$ cat src/logic/nfcCommandPkg.sv
package nfcCommandPkg;

    // Flash array geometry and the target this front end answers to.
    localparam int numberOfWays = 4;
    localparam logic [4:0] targetIdValue = 5'b00101;

    // Bit of the generator Ready and LastStep vectors for the CA latch atom.
    localparam int atomCaBit = 3;

    // Command bytes sent on the flash bus.
    localparam logic [7:0] flashResetCode = 8'hFF;
    localparam logic [7:0] eraseSetupCode = 8'h60;
    localparam logic [7:0] eraseConfirmCode = 8'hD0;

    typedef enum logic [5:0] {
        opReset      = 6'h01,
        opEraseBlock = 6'h06,
        opSelectWay  = 6'h20,
        opSetRow     = 6'h24
    } opcodeT;

    // One-hot atom codes, the set bit matches the Ready and LastStep index.
    typedef enum logic [7:0] {
        atomIdle    = 8'h00,
        atomCaLatch = 8'h08
    } atomCommandT;

    typedef struct packed {
        opcodeT      opcode;
        logic [4:0]  targetId;
        logic [31:0] address;
    } hostCommandT;

    typedef struct packed {
        atomCommandT               command;
        // Number of CA bytes.
        logic [2:0]                commandOption;
        logic [numberOfWays - 1:0] targetWay;
        logic [15:0]               numOfData;
        logic                      caSelect;
        // First byte on the bus sits in the top byte.
        logic [39:0]               caData;
    } atomRequestT;

endpackage

$ cat src/logic/nfcTargetRegister.sv
module nfcTargetRegister
    import nfcCommandPkg::*;
(
    input  logic                      iSystemClock,
    input  logic                      iReset,
    input  hostCommandT               command,
    input  logic                      commandValid,
    input  logic                      allIdle,
    output logic [numberOfWays - 1:0] wayMask,
    output logic [23:0]               rowAddress
);

    logic accept;
    logic selectWay;
    logic setRow;

    assign accept = commandValid && allIdle && (command.targetId == targetIdValue);
    assign selectWay = accept && (command.opcode == opSelectWay);
    assign setRow = accept && (command.opcode == opSetRow);

    always_ff @(posedge iSystemClock or posedge iReset) begin
        if (iReset) begin
            wayMask <= numberOfWays'(1);
            rowAddress <= '0;
        end else begin
            if (selectWay) begin
                // Way number in the low address bits becomes a one-hot mask.
                wayMask <= numberOfWays'(1) << command.address[1:0];
            end
            if (setRow) begin
                rowAddress <= command.address[23:0];
            end
        end
    end

    wayMaskOneHot: assert property (
        @(posedge iSystemClock) disable iff (iReset)
        $onehot(wayMask)
    ) else $error("wayMask is not one-hot: %h", wayMask);

endmodule

$ cat src/logic/nfcResetCommand.sv
module nfcResetCommand
    import nfcCommandPkg::*;
(
    input  logic                      iSystemClock,
    input  logic                      iReset,
    input  hostCommandT               command,
    input  logic                      commandValid,
    input  logic                      allIdle,
    input  logic [numberOfWays - 1:0] wayMask,
    input  logic [7:0]                atomReady,
    input  logic [7:0]                atomLastStep,
    output atomRequestT               request,
    output logic                      idle
);

    typedef enum logic [1:0] {
        stateIdle,
        stateIssue,
        stateWaitLast
    } stateT;

    stateT state;
    logic accept;
    logic [numberOfWays - 1:0] selectedWay;

    assign accept = commandValid && allIdle && (command.targetId == targetIdValue)
                    && (command.opcode == opReset);

    always_ff @(posedge iSystemClock or posedge iReset) begin
        if (iReset) begin
            state <= stateIdle;
        end else begin
            case (state)
                stateIdle: begin
                    if (accept) begin
                        state <= stateIssue;
                    end
                end
                stateIssue: begin
                    if (atomReady[atomCaBit]) begin
                        state <= stateWaitLast;
                    end
                end
                stateWaitLast: begin
                    if (atomLastStep[atomCaBit]) begin
                        state <= stateIdle;
                    end
                end
                default: state <= stateIdle;
            endcase
        end
    end

    // Way is fixed for the whole command.
    always_ff @(posedge iSystemClock) begin
        if (accept) begin
            selectedWay <= wayMask;
        end
    end

    always_comb begin
        request = '0;
        if (state == stateIssue) begin
            request.command = atomCaLatch;
            request.commandOption = 3'd1;
            request.targetWay = selectedWay;
            request.caSelect = 1'b0;
            request.caData = {flashResetCode, 32'h0};
        end
    end

    assign idle = (state == stateIdle);

    // Generator back-pressure must not disturb the pending request.
    requestHeld: assert property (
        @(posedge iSystemClock) disable iff (iReset)
        (state == stateIssue && !atomReady[atomCaBit])
            |=> (state == stateIssue && $stable(request))
    ) else $error("reset request changed while waiting for Ready");

endmodule

$ cat src/logic/nfcEraseCommand.sv
module nfcEraseCommand
    import nfcCommandPkg::*;
(
    input  logic                      iSystemClock,
    input  logic                      iReset,
    input  hostCommandT               command,
    input  logic                      commandValid,
    input  logic                      allIdle,
    input  logic [numberOfWays - 1:0] wayMask,
    input  logic [23:0]               rowAddress,
    input  logic [7:0]                atomReady,
    input  logic [7:0]                atomLastStep,
    input  logic [numberOfWays - 1:0] readyBusy,
    output atomRequestT               request,
    output logic                      idle
);

    typedef enum logic [1:0] {
        stateIdle,
        stateIssue,
        stateWaitLast,
        stateWaitReady
    } stateT;

    stateT state;
    logic accept;
    logic wayReady;
    logic [numberOfWays - 1:0] selectedWay;
    logic [23:0] selectedRow;

    assign accept = commandValid && allIdle && (command.targetId == targetIdValue)
                    && (command.opcode == opEraseBlock);

    // Ready/busy is high when the way has finished the erase.
    assign wayReady = |(readyBusy & selectedWay);

    always_ff @(posedge iSystemClock or posedge iReset) begin
        if (iReset) begin
            state <= stateIdle;
        end else begin
            case (state)
                stateIdle: begin
                    if (accept) begin
                        state <= stateIssue;
                    end
                end
                stateIssue: begin
                    if (atomReady[atomCaBit]) begin
                        state <= stateWaitLast;
                    end
                end
                stateWaitLast: begin
                    if (atomLastStep[atomCaBit]) begin
                        state <= stateWaitReady;
                    end
                end
                stateWaitReady: begin
                    if (wayReady) begin
                        state <= stateIdle;
                    end
                end
                default: state <= stateIdle;
            endcase
        end
    end

    always_ff @(posedge iSystemClock) begin
        if (accept) begin
            selectedWay <= wayMask;
            selectedRow <= rowAddress;
        end
    end

    // Setup byte, three row bytes high first, then confirm.
    always_comb begin
        request = '0;
        if (state == stateIssue) begin
            request.command = atomCaLatch;
            request.commandOption = 3'd5;
            request.targetWay = selectedWay;
            request.caSelect = 1'b1;
            request.caData = {eraseSetupCode, selectedRow, eraseConfirmCode};
        end
    end

    assign idle = (state == stateIdle);

    waitForWay: assert property (
        @(posedge iSystemClock) disable iff (iReset)
        (state == stateWaitReady && !wayReady) |=> (state == stateWaitReady)
    ) else $error("erase left waitReady while way %h was busy", selectedWay);

endmodule

$ cat src/logic/nfcAtomCommandMux.sv
module nfcAtomCommandMux
    import nfcCommandPkg::*;
(
    input  atomRequestT resetRequest,
    input  atomRequestT eraseRequest,
    input  logic        resetBusy,
    input  logic        eraseBusy,
    output atomRequestT request
);

    // Only one executor can own the generator, the host is held off otherwise.
    always_comb begin
        request = '0;
        if (resetBusy) begin
            request = resetRequest;
        end else if (eraseBusy) begin
            request = eraseRequest;
        end
    end

    always_comb begin
        singleOwner: assert (!(resetBusy && eraseBusy))
            else $error("reset and erase executors busy together");
    end

endmodule

$ cat src/logic/nfcCommandIssueTop.sv
module nfcCommandIssueTop
    import nfcCommandPkg::*;
(
    input  logic                      iSystemClock,
    input  logic                      iReset,
    input  hostCommandT               command,
    input  logic                      commandValid,
    output logic                      commandReady,
    input  logic [7:0]                atomReady,
    input  logic [7:0]                atomLastStep,
    input  logic [numberOfWays - 1:0] readyBusy,
    output atomRequestT               atomRequest,
    output logic [numberOfWays - 1:0] wayReadyBusy
);

    logic [numberOfWays - 1:0] wayMask;
    logic [23:0] rowAddress;
    atomRequestT resetRequest;
    atomRequestT eraseRequest;
    logic resetIdle;
    logic eraseIdle;

    // Host may issue only when every executor is idle.
    assign commandReady = resetIdle & eraseIdle;
    assign wayReadyBusy = readyBusy;

    nfcTargetRegister targetRegister (
        .iSystemClock (iSystemClock),
        .iReset       (iReset),
        .command      (command),
        .commandValid (commandValid),
        .allIdle      (commandReady),
        .wayMask      (wayMask),
        .rowAddress   (rowAddress)
    );

    nfcResetCommand resetCommand (
        .iSystemClock (iSystemClock),
        .iReset       (iReset),
        .command      (command),
        .commandValid (commandValid),
        .allIdle      (commandReady),
        .wayMask      (wayMask),
        .atomReady    (atomReady),
        .atomLastStep (atomLastStep),
        .request      (resetRequest),
        .idle         (resetIdle)
    );

    nfcEraseCommand eraseCommand (
        .iSystemClock (iSystemClock),
        .iReset       (iReset),
        .command      (command),
        .commandValid (commandValid),
        .allIdle      (commandReady),
        .wayMask      (wayMask),
        .rowAddress   (rowAddress),
        .atomReady    (atomReady),
        .atomLastStep (atomLastStep),
        .readyBusy    (readyBusy),
        .request      (eraseRequest),
        .idle         (eraseIdle)
    );

    nfcAtomCommandMux atomCommandMux (
        .resetRequest (resetRequest),
        .eraseRequest (eraseRequest),
        .resetBusy    (!resetIdle),
        .eraseBusy    (!eraseIdle),
        .request      (atomRequest)
    );

endmodule

$ cat config.mk
export PLATFORM = sky130hd
export DESIGN_NAME = nfcCommandIssueTop
export DESIGN_NICKNAME = d
export VERILOG_FILES = /design/src/logic/nfcCommandPkg.sv /design/src/logic/nfcTargetRegister.sv /design/src/logic/nfcResetCommand.sv /design/src/logic/nfcEraseCommand.sv /design/src/logic/nfcAtomCommandMux.sv /design/src/logic/nfcCommandIssueTop.sv
export SDC_FILE = /design/constraint.sdc
export NUM_CORES = 1
export LEC_CHECK = 0
export BUFFER_PORTS_ARGS = -buffer_cell sky130_fd_sc_hd__buf_4
export CORE_ASPECT_RATIO = 0.5
export CORE_MARGIN = 4
export CORE_UTILIZATION = 44
export CTS_BUF_LIST = sky130_fd_sc_hd__clkbuf_8
export DETAILED_ROUTE_END_ITERATION = 10
export GPL_TIMING_DRIVEN = 0
export PLACE_DENSITY_LB_ADDON = 0.3
export SLEW_MARGIN = 25
export SYNTH_ARGS = -nofsm -noshare
export SYNTH_HDL_FRONTEND = slang
export SYNTH_SLANG_ARGS = --single-unit
export TNS_END_PERCENT = 1
$ cat constraint.sdc
create_clock -name iSystemClock -period 3.5 [get_ports iSystemClock]
set_clock_uncertainty 0.05 [all_clocks]
set_input_delay 0.7 -clock iSystemClock [delete_from_list [all_inputs] [get_ports iSystemClock]]
set_output_delay 0.7 -clock iSystemClock [all_outputs]
set_load 0.01 [all_outputs]
[Yosys cells after proc, flatten, opt, wreduce, memory -nomap -nowiden]
Index checks and enable logic that the tools add are counted.
Word-level totals
  output and inout bits: 77
  bits of input ports: 66
  word-level logic and storage cells: 52
  bits in registers: 64
Operators by class
  reductions and logical operators: 11
  bitwise gates (word level): 2
  eq/ne operators: 17
  shifts and indexed selects: 1
  multiplexer cells: 14
Operator list (count)
  $mux 72: 1
  $mux 68: 1
  $mux 41: 1
  $mux 40: 1
  $mux 11: 2
  $eq 6x6->1 const B: 2
  $mux 2: 6
  $ne 2x2->1 const B: 4
  $pmux 2 s4: 1
  $eq 2x2->1 const B: 3
  $eq 6x1->1 const B: 1
  $eq 6x3->1 const B: 1
  $logic_and 1x1->1: 6
  $ne 2x1->1 const B: 3
  $pmux 2 s3: 1
  $eq 5x3->1 const B: 1
  $and 4x4->4: 1
  $eq 2x1->1 const B: 2
  $logic_not 2->1: 2
  $reduce_and 4->1: 1
  $reduce_or 4->1: 1
  $shl 1x2->4 const A: 1
  $reduce_and 3->1: 1
  $and 1x1->1: 1

[Depth between registers and ports, before layout]
Gate-level depths: netlist of run 1.
  word-level depth: 7
  depth in mapped cells: 7
  gate-level depth less buffers: 6

[By module]
Synthesis of run 1 repeated with hierarchy kept, for this count alone.
Second synthesis, totals
  cells, all modules: 387
  area, all modules: 4463.0 µm²
Modules (own cells, without submodules)
  nfcEraseCommand: cells each 126, sequential area each 890.9 µm², area an instance 1596.5 µm², times used 1
  nfcTargetRegister: cells each 70, sequential area each 701.9 µm², area an instance 1153.6 µm², times used 1
  nfcAtomCommandMux: cells each 93, sequential area each 0.0 µm², area an instance 877.1 µm², times used 1
  nfcResetCommand: cells each 91, sequential area each 170.2 µm², area an instance 792.0 µm², times used 1
  nfcCommandIssueTop: cells each 7, sequential area each 0.0 µm², area an instance 43.8 µm², times used 1

[Worst setup path before layout of run 1]
No wires, ideal clock.
  kind: register to register
  from: reg eraseCommand.state[0]
  to: reg eraseCommand.selectedRow[0], enable pin
  cell stages (with the launch flop): 5
  setup time: 0.387 ns
  slack: 1.070 ns
  required time: 3.063 ns
  data arrival time: 1.993 ns
  cell sequence: dfrtp_1 > inv_1 > ha_1 > nor3b_1 > and4_1
Between the ends
  word-level cells in the longest chain between the ends: 5
Ends and longest elaborated chain
  start: declaration: line nfcEraseCommand.sv:25  | stateT state;
  start signal: assignment: line nfcEraseCommand.sv:39  | state <= stateIdle;
  start signal: assignment: line nfcEraseCommand.sv:44  | state <= stateIssue;
  start signal: assignment: line nfcEraseCommand.sv:49  | state <= stateWaitLast;
  $logic_not 2->1: line nfcEraseCommand.sv:86  | assign idle = (state == stateIdle);
  $and 1x1->1: line nfcCommandIssueTop.sv:24  | assign commandReady = resetIdle & eraseIdle;
  net commandReady: line nfcCommandIssueTop.sv:8  | output logic commandReady,
  $logic_and 1x1->1 (2 in a row): line nfcEraseCommand.sv:31  | assign accept = commandValid && allIdle && (command.targetId == targetIdValue)
  $logic_and 1x1->1: line nfcEraseCommand.sv:32  | && (command.opcode == opEraseBlock);
  net eraseCommand.accept: line nfcEraseCommand.sv:26  | logic accept;
  end signal: assignment: line nfcEraseCommand.sv:70  | selectedRow <= rowAddress;
  end: declaration: line nfcEraseCommand.sv:29  | logic [23:0] selectedRow;
The timed path passes the listed nets, and every way through them passes these cells.
A chain may end at the register's enable or synchronous reset.

==> results.tsv, run 1 <==
metric	value	unit
port bufs	91	
setup TNS	0	ns
vias per inst	4.377	
clk sink count	64	
Hold Fails Final Rpt	0	
GRT overflow	0	
cts bufs inserted	9	
H-tree depth	3	
Fmax achieved	324.0	MHz
pin count of the biggest net entering global routing	33	
run status	finished clean	
Startpoint Class	flop	
Worst EP arrival	2.34	ns
type of the tightest min-delay check	flop to flop	
Top FF cell, synth	edfxtp_1	
Post-Syn Area	2982	um2
TritonCTS clock tree	done	
area delta synth->final	36.76	%
Worst slew margin	0.5346	
Seq/Total Area, Yosys	0.5913	
EDFF count, synth	32	
die height	66.21	um
WL final	5.945	mm
Worst-Margin Slew	0.6971	ns
Synth Register Bits	64	
Distinct cells, synth	36	
Tcrit/Tclk final	0.8819	
Avg WL per Cell	13.51	um
Worst-path clk slew	0.07	ns
Initial Utilization	0.4728	
worst-skew pair later-pin latency	0.32	ns
Global Route Usage Sum	0.1498	
vias in the first global route	1972	
Critical Path Sink Type	output port	
synth top area cells	edfxtp_1 32%, dfrtp_1 26%, buf_4 11%	
Post-DP HPWL	4.653	mm
unrepaired setup endpoints after global routing	false	
maximum VDD drop	230.0	uV
Min Hold Slack	0.3978	ns
pwr dens	464.4	nW/um2
initial DRC count	67	
initial antenna violation count	0	
MaxCap Viol Count	0	
crit-path max FO	10	
first-pass GRT wire length	9.639	mm
fraction of registers with async set/reset	0.5000	
critical path data required time	2.75	ns
total of warnings raised by yosys	0	
number of remaining DRC errors	0	
footprint of the multi-input gates	953.4	um2
area leader, netlist	edfxtp_1	
WS Path Type	flop to output port	
min cycle time layout	3.087	ns
Yosys top cell area share	0.3223	
total setup buffers inserted after CTS	0	
TritonRoute pass-1 iters	4	
commonest non-fill, non-tap cells in the layout	136 x buf_4, 32 x edfxtp_1, 31 x dfrtp_1, 29 x conb_1, 24 x and2_1	
share of cells above drive strength 1	0.5313	
Placement Rows	20	
gpl congestion	0.7568	
Detail Route Antenna Nets	0	
CTS max path bufs	2	
Mapped Cells	217	
full die area	8238	um2
Mean Syn Cell Area	13.74	um2
final max-slew violation count	0	
Vias	1926	
Core Area	6306	um2
Root Buffer	clkbuf_8	
most common cell after layout, fill and taps aside	buf_4	
Ant. Diodes	0	
LEAKAGE	2.078	nW
IO Count	143	
final setup fails	0	
Filler cells	506	
Sequential Area	1763	um2
die width	124.4	um
final net count	418	
-- flip-flops by register name (all words and copies together) (netlist names) --
register                   flops
eraseCommand.selectedRow      24
eraseCommand.selectedWay       4
resetCommand.state             2
targetRegister.rowAddress     24
targetRegister.wayMask         4
eraseCommand.state             2
resetCommand.selectedWay       4
-- worst max-delay path, cell delays in order, from the launching register on --
cell and delay (ns):
dfrtp_1 0.43, inv_1 0.09, ha_1 0.27, nor4b_4 0.57
clkbuf_1 0.33, and2_1 0.20, buf_4 0.13
-- synthesized netlist by cell type, drive strengths merged (2+ instances only) --
master	instances
a22o	4
and2	24
buf	47
clkbuf	3
dfrtp	31
edfxtp	32
ha	5
inv	4
mux2	25
nand2	7
nand2b	3
nand4	2
nor2	3
nor2b	2
nor3b	3
nor4b	4
o21ai	4
-- power by group --
| part | internal [mW] | leakage [nW] | switching (mW) |
|---|---|---|---|
| combinational | 0.280 | 1.18 | 0.240 |
| clock | 0.278 | 0.0926 | 0.279 |
| sequential | 0.800 | 0.801 | 0.0164 |
| total | 1.36 | 2.08 | 0.535 |
-- final cells by class --
type	count	area share
buffer	50	0.09113
clock buffer	10	0.03375
clock inverter	6	0.01074
inverter	4	0.003682
multi-input combinational	127	0.2338
sequential	64	0.4323
tap	88	0.02700
timing repair buffer	91	0.1675
-- kinds of logic (layout without fill, tap and decap cells) --
family / after synthesis / count (layout) / synth area share
flops: 64 / 64 / 0.5913
simple gates: 54 / 54 / 0.1272
buf+inv: 54 / 161 / 0.1297
mux: 25 / 25 / 0.09442
compound gates: 14 / 14 / 0.03525
fa+ha+maj: 5 / 5 / 0.02098
other cells: 1 / 29 / 0.001258
-- metal layers --
metal  global-route usage  vias to the layer above  share of wire
met4              0.05328                        0         0.0057
met5                    0                        -              0
met3              0.05242                        4          0.069
met1               0.1592                      897           0.40
met2               0.2816                       81           0.53
li1                     -                      944              -
-- stage by stage --
step / std cells / setup slack [ns] / power [mW] / utilization / area [um2]
finish: 440 / 0.4134 / 1.894 / 0.6466 / 4078
global route: 440 / 0.1850 / 2.003 / 0.6466 / 4078
CTS: 440 / 0.1118 / 1.907 / 0.6442 / 4063
detailed placement: 424 / 0.4773 / 1.342 / 0.6155 / 3881
global placement: 424 / 0.5690 / 1.320 / 0.6153 / 3880
floorplan: 245 / 1.070 / 1.132 / - / 3087
-- timing repair --
action                     in CTS  in global routing
setup endpoints to repair       0                 20
gates resized for setup         0                  1
hold endpoints to repair        0                  0
hold buffers                    0                  0
-- final timing paths --
path / slack, ns / from / to / depth (start not counted)
worst max register to register: 1.17 / eraseCommand.state[0] / resetCommand.selectedWay[3] / 5
worst min register to register: 0.40 / targetRegister.rowAddress[14] / eraseCommand.selectedRow[14] / 0
worst min-delay path: 0.40 / targetRegister.rowAddress[14] / eraseCommand.selectedRow[14] / 0
worst max-delay path: 0.41 / eraseCommand.state[0] / atomRequest[27] / 6
max in group asynchronous: 2.52 / iReset / eraseCommand.state[0] / 2
min in group asynchronous: 0.44 / iReset / targetRegister.rowAddress[7] / 2
Note: power is estimated with default switching activity, not from simulation.
==> run 2, diff against run 1 <==
--- a/config.mk
+++ b/config.mk
@@ -6,7 +6,7 @@
 export NUM_CORES = 1
 export LEC_CHECK = 0
 export BUFFER_PORTS_ARGS = -buffer_cell sky130_fd_sc_hd__buf_4
-export CORE_ASPECT_RATIO = 0.5
+export CORE_ASPECT_RATIO = 0.7
 export CORE_MARGIN = 4
 export CORE_UTILIZATION = 44
 export CTS_BUF_LIST = sky130_fd_sc_hd__clkbuf_8
==> run 2 against run 1 <==
Compared with the run above: fmax decreased by 1.3%; utilization decreased by 1.1 points; power decreased by 2.3%; sequential cell count unchanged; worst hold slack got worse by 0.0057 ns.
==> results.tsv, run 2 (synthesis results as in run 1) <==
metric	value	unit
run status	finished clean	
WS Path Type	flop to output port	
Worst-Margin Slew	0.7450	ns
WL met2	2.559	mm
first-pass GRT wire length	9.280	mm
port bufs	91	
number of remaining DRC errors	0	
setup TNS	0	ns
largest delay contributor family on the critical path	simple AND/OR/NAND/NOR gates	
Worst-path clk slew	0.07	ns
slowest CP cell	nor4b_4	
most common cell after layout, fill and taps aside	buf_4	
Post-DP HPWL	4.461	mm
pwr dens	455.1	nW/um2
Worst Slack Setup Final	0.3718	ns
Ant. Diodes	0	
Layout Utilization	0.6358	
die width	106.4	um
Hold Fails Final Rpt	0	
WL final	5.763	mm
TritonRoute pass-1 iters	4	
met3 routed WL	720	um
Worst slew margin	0.5020	
Initial Utilization	0.4662	
initial antenna violation count	0	
share of cells above drive strength 1	0.5227	
MaxCap Viol Count	0	
type of the tightest min-delay check	flop to flop	
CTS resizes	0	
slowest stage delay, CP	0.58	ns
Placement Rows	24	
Worst EP arrival	2.38	ns
vias in the first global route	1861	
die height	76.87	um
Detail Route Antenna Nets	0	
worst-skew pair later-pin latency	0.33	ns
final setup fails	0	
vias per inst	4.266	
clk sink count	64	
final max-slew violation count	0	
largest registers	eraseCommand.selectedRow: 24 flops, targetRegister.rowAddress: 24 flops	
critical path data required time	2.75	ns
maximum VDD drop	242.1	uV
final net count	418	
Tcrit/Tclk final	0.8938	
M1 WL	2.410	mm
LEAKAGE	2.077	nW
Startpoint Class	flop	
full die area	8178	um2
Avg WL per Cell	13.01	um
H-tree depth	3	
unrepaired setup endpoints after global routing	false	
CP Cell Sequence	inv_1 -> ha_1 -> nor4b_4 -> clkbuf_1 -> and2_1 -> buf_4	
Global Route Usage Sum	0.1461	
Critical Path Sink Type	output port	
crit-path max FO	10	
area delta synth->final	36.38	%
cts bufs inserted	9	
Vias	1890	
commonest non-fill, non-tap cells in the layout	136 x buf_4, 32 x edfxtp_1, 31 x dfrtp_1, 29 x conb_1, 24 x and2_1	
dpl cell area	3891	um2
gpl congestion	0.7749	
total setup buffers inserted after CTS	0	
Fmax achieved	319.7	MHz
Final Cell Area	4066	um2
Core Area	6396	um2
WP buf/inv	3	
IO Count	143	
TritonCTS clock tree	done	
hold_buf cts	0	
GRT overflow	0	
pin count of the biggest net entering global routing	33	
min cycle time layout	3.128	ns
CTS max path bufs	2	
initial DRC count	52	
pre-CTS WS	0.4289	ns
uppermost layer routed	met4	
Root Buffer	clkbuf_8	
==> run 2: cell count changes in the layout (fill, tap and decap cells not counted), sizes merged <==
cell / change
clkinv: -1
inv: +1
==> run 2: metrics by stage <==
step | std cells | total power [mW] | hold slack [ns]
2_1_floorplan | 245 | 1.132 | 0.3678
3_3_place_gp | 427 | 1.328 | 0.3715
3_5_place_dp | 427 | 1.342 | 0.3763
4_1_cts | 443 | 1.872 | 0.3926
5_1_grt | 443 | 1.975 | 0.4013
6_report | 443 | 1.851 | 0.3920
==> run 2: area by class of cell <==
cell class | count | area [um2]
tap | 91 | 113.9
multi-input combinational | 127 | 953.4
buffer | 50 | 371.6
inverter | 4 | 15.01
clock inverter | 6 | 28.78
sequential | 64 | 1763
fill | 519 | 2330
timing repair buffer | 91 | 683.2
clock buffer | 10 | 137.6
==> run 2: metal layers <==
metal,GRT usage,vias up
met1,0.1831,848
li1,-,949
met5,0,-
met4,0.05045,0
met2,0.2155,83
met3,0.07802,10
==> run 2: power by group <==
| group | switching [mW] | leakage, nW | internal [mW] |
|---|---|---|---|
| clock | 0.257 | 0.0921 | 0.266 |
| combinational | 0.232 | 1.18 | 0.278 |
| sequential | 0.0161 | 0.801 | 0.801 |
| total | 0.506 | 2.08 | 1.34 |
==> run 2: final timing paths <==
kind	cells past startpoint	slack (ns)	startpoint	to
worst max-delay path	6	0.37	eraseCommand.state[0]	atomRequest[29]
worst min-delay path	0	0.39	targetRegister.rowAddress[3]	eraseCommand.selectedRow[3]
worst max register to register	5	1.12	eraseCommand.state[0]	resetCommand.selectedWay[3]
worst min register to register	0	0.39	targetRegister.rowAddress[3]	eraseCommand.selectedRow[3]
max in group asynchronous	2	2.53	iReset	targetRegister.wayMask[3]
min in group asynchronous	2	0.42	iReset	targetRegister.rowAddress[18]
==> run 2: worst reg2reg max path, stage by stage, from the launching register on <==
cell	delay [ns]
dfrtp_1	0.44
inv_1	0.10
ha_1	0.27
nor4b_2	0.32
nand3_2	0.16
nor4b_2	0.66
==> run 3, diff against run 2 <==
--- a/config.mk
+++ b/config.mk
@@ -9,7 +9,7 @@
 export CORE_ASPECT_RATIO = 0.7
 export CORE_MARGIN = 4
 export CORE_UTILIZATION = 44
-export CTS_BUF_LIST = sky130_fd_sc_hd__clkbuf_8
+export CTS_BUF_LIST = sky130_fd_sc_hd__clkbuf_4
 export DETAILED_ROUTE_END_ITERATION = 10
 export GPL_TIMING_DRIVEN = 0
 export PLACE_DENSITY_LB_ADDON = 0.3
==> run 3 against run 2 <==
Compared with the run above: clock-buffer cell count rose by 1; worst hold slack got worse by 0.040 ns; largest power group unchanged; highest routed layer unchanged; power fell by 6.7%.
==> results.tsv, run 3 (synthesis results as in run 1) <==
metric	value	unit
run status	finished clean	
share of cells above drive strength 1	0.5256	
initial antenna violation count	0	
WL final	5.803	mm
commonest non-fill, non-tap cells in the layout	136 x buf_4, 32 x edfxtp_1, 31 x dfrtp_1, 29 x conb_1, 24 x and2_1	
pre-CTS WS	0.4289	ns
LEAKAGE	2.047	nW
initial DRC count	46	
MaxCap Viol Count	0	
Placement Rows	24	
area delta synth->final	34.41	%
pwr dens	430.7	nW/um2
maximum VDD drop	231.8	uV
sequential share of power	0.473	
worst-skew pair later-pin latency	0.39	ns
final setup fails	0	
die width	106.4	um
Hold Fails Final Rpt	0	
TritonRoute pass-1 iters	4	
full die area	8178	um2
Final Cell Area	4008	um2
GRT overflow	0	
H-tree depth	3	
Psw	492.8	uW
most common cell after layout, fill and taps aside	buf_4	
Layout Utilization	0.6266	
clk sink count	64	
gpl congestion	0.7749	
Global Route Usage Sum	0.1461	
min cycle time layout	3.209	ns
Startpoint Class	flop	
unrepaired setup endpoints after global routing	false	
pin count of the biggest net entering global routing	33	
final net count	418	
Core Area	6396	um2
critical path data required time	2.75	ns
Worst-Margin Slew	0.7890	ns
Worst-path clk slew	0.10	ns
Post-DP HPWL	4.461	mm
Net Sw Frac	0.2855	
Critical Path Sink Type	output port	
cts bufs inserted	9	
Ant. Diodes	0	
port bufs	91	
Initial Utilization	0.4662	
Worst EP arrival	2.46	ns
Worst slew margin	0.4726	
WS Path Type	flop to output port	
vias per inst	4.262	
TritonCTS clock tree	done	
final max-slew violation count	0	
Vias	1888	
Root Buffer	clkbuf_4	
CTS max path bufs	2	
clock network power share	0.231	
crit-path max FO	10	
Worst Slack Setup Final	0.2911	ns
Tcrit/Tclk final	0.9168	
hold_buf cts	0	
first-pass GRT wire length	9.252	mm
setup TNS	0	ns
total power	1.726	mW
Detail Route Antenna Nets	0	
die height	76.87	um
vias in the first global route	1860	
Int Pwr	1.233	mW
largest registers	eraseCommand.selectedRow: 24 flops, targetRegister.rowAddress: 24 flops	
Avg WL per Cell	13.10	um
number of remaining DRC errors	0	
combinational power share	0.296	
dpl cell area	3891	um2
IO Count	143	
Fmax achieved	311.6	MHz
type of the tightest min-delay check	input pin to asynchronous set/reset pin	
==> run 3: metrics by stage <==
stage | hold slack, ns | cells
finish | 0.3518 | 443
global route | 0.3812 | 443
CTS | 0.3626 | 443
detailed placement | 0.3763 | 427
global placement | 0.3715 | 427
floorplan | 0.3678 | 245
==> run 3: final timing paths <==
kind	start	to	slack [ns]	cells after the start
min reg2reg	targetRegister.rowAddress[3]	eraseCommand.selectedRow[3]	0.40	0
min in group iSystemClock	targetRegister.rowAddress[3]	eraseCommand.selectedRow[3]	0.40	0
max reg2reg	eraseCommand.state[0]	resetCommand.selectedWay[2]	1.08	5
max in group asynchronous	iReset	targetRegister.wayMask[3]	2.60	2
min	iReset	targetRegister.rowAddress[18]	0.35	2
max	eraseCommand.state[0]	atomRequest[29]	0.29	6
==> run 3: layout make-up <==
| cell class | count | area, um2 |
|---|---|---|
| repair buffers | 91 | 683.2 |
| inverters | 4 | 15.01 |
| clock buffers | 11 | 82.58 |
| flip-flops and latches | 64 | 1763 |
| clock inverters | 5 | 25.02 |
| well taps | 91 | 113.9 |
| plain buffers | 50 | 371.6 |
| multi-input cells | 127 | 953.4 |
| fillers | 529 | 2389 |
==> run 3: power groups by stage <==
stage          Combinational [mW]  Clock, mW  Sequential [mW]
2_1_floorplan               0.304          0            0.828
3_3_place_gp                0.498          0            0.830
3_5_place_dp                0.510          0            0.832
4_1_cts                     0.520      0.413            0.816
5_1_grt                     0.568      0.458            0.819
6_report                    0.511      0.399            0.816
==> run 3: what timing repair did <==
action / CTS / global route
resized for setup: 1 / 0
endpoints found under the setup margin: 10 / 0
setup buffers: 0 / 0
==> run 3: metal layers <==
| metal | up-vias | global-route usage | wire length, um |
|---|---|---|---|
| met5 | - | 0 | 0 |
| met1 | 849 | 0.1804 | 2424 |
| met4 | 0 | 0.04657 | 71 |
| met3 | 8 | 0.08221 | 720 |
| met2 | 81 | 0.2174 | 2587 |
| li1 | 950 | - | - |
==> run 3: critical path: stages, from the launching register on <==
cell	delay [ns]
dfrtp_1	0.44
inv_1	0.09
ha_1	0.28
nor4b_4	0.58
clkbuf_1	0.36
and2_1	0.19
buf_4	0.12
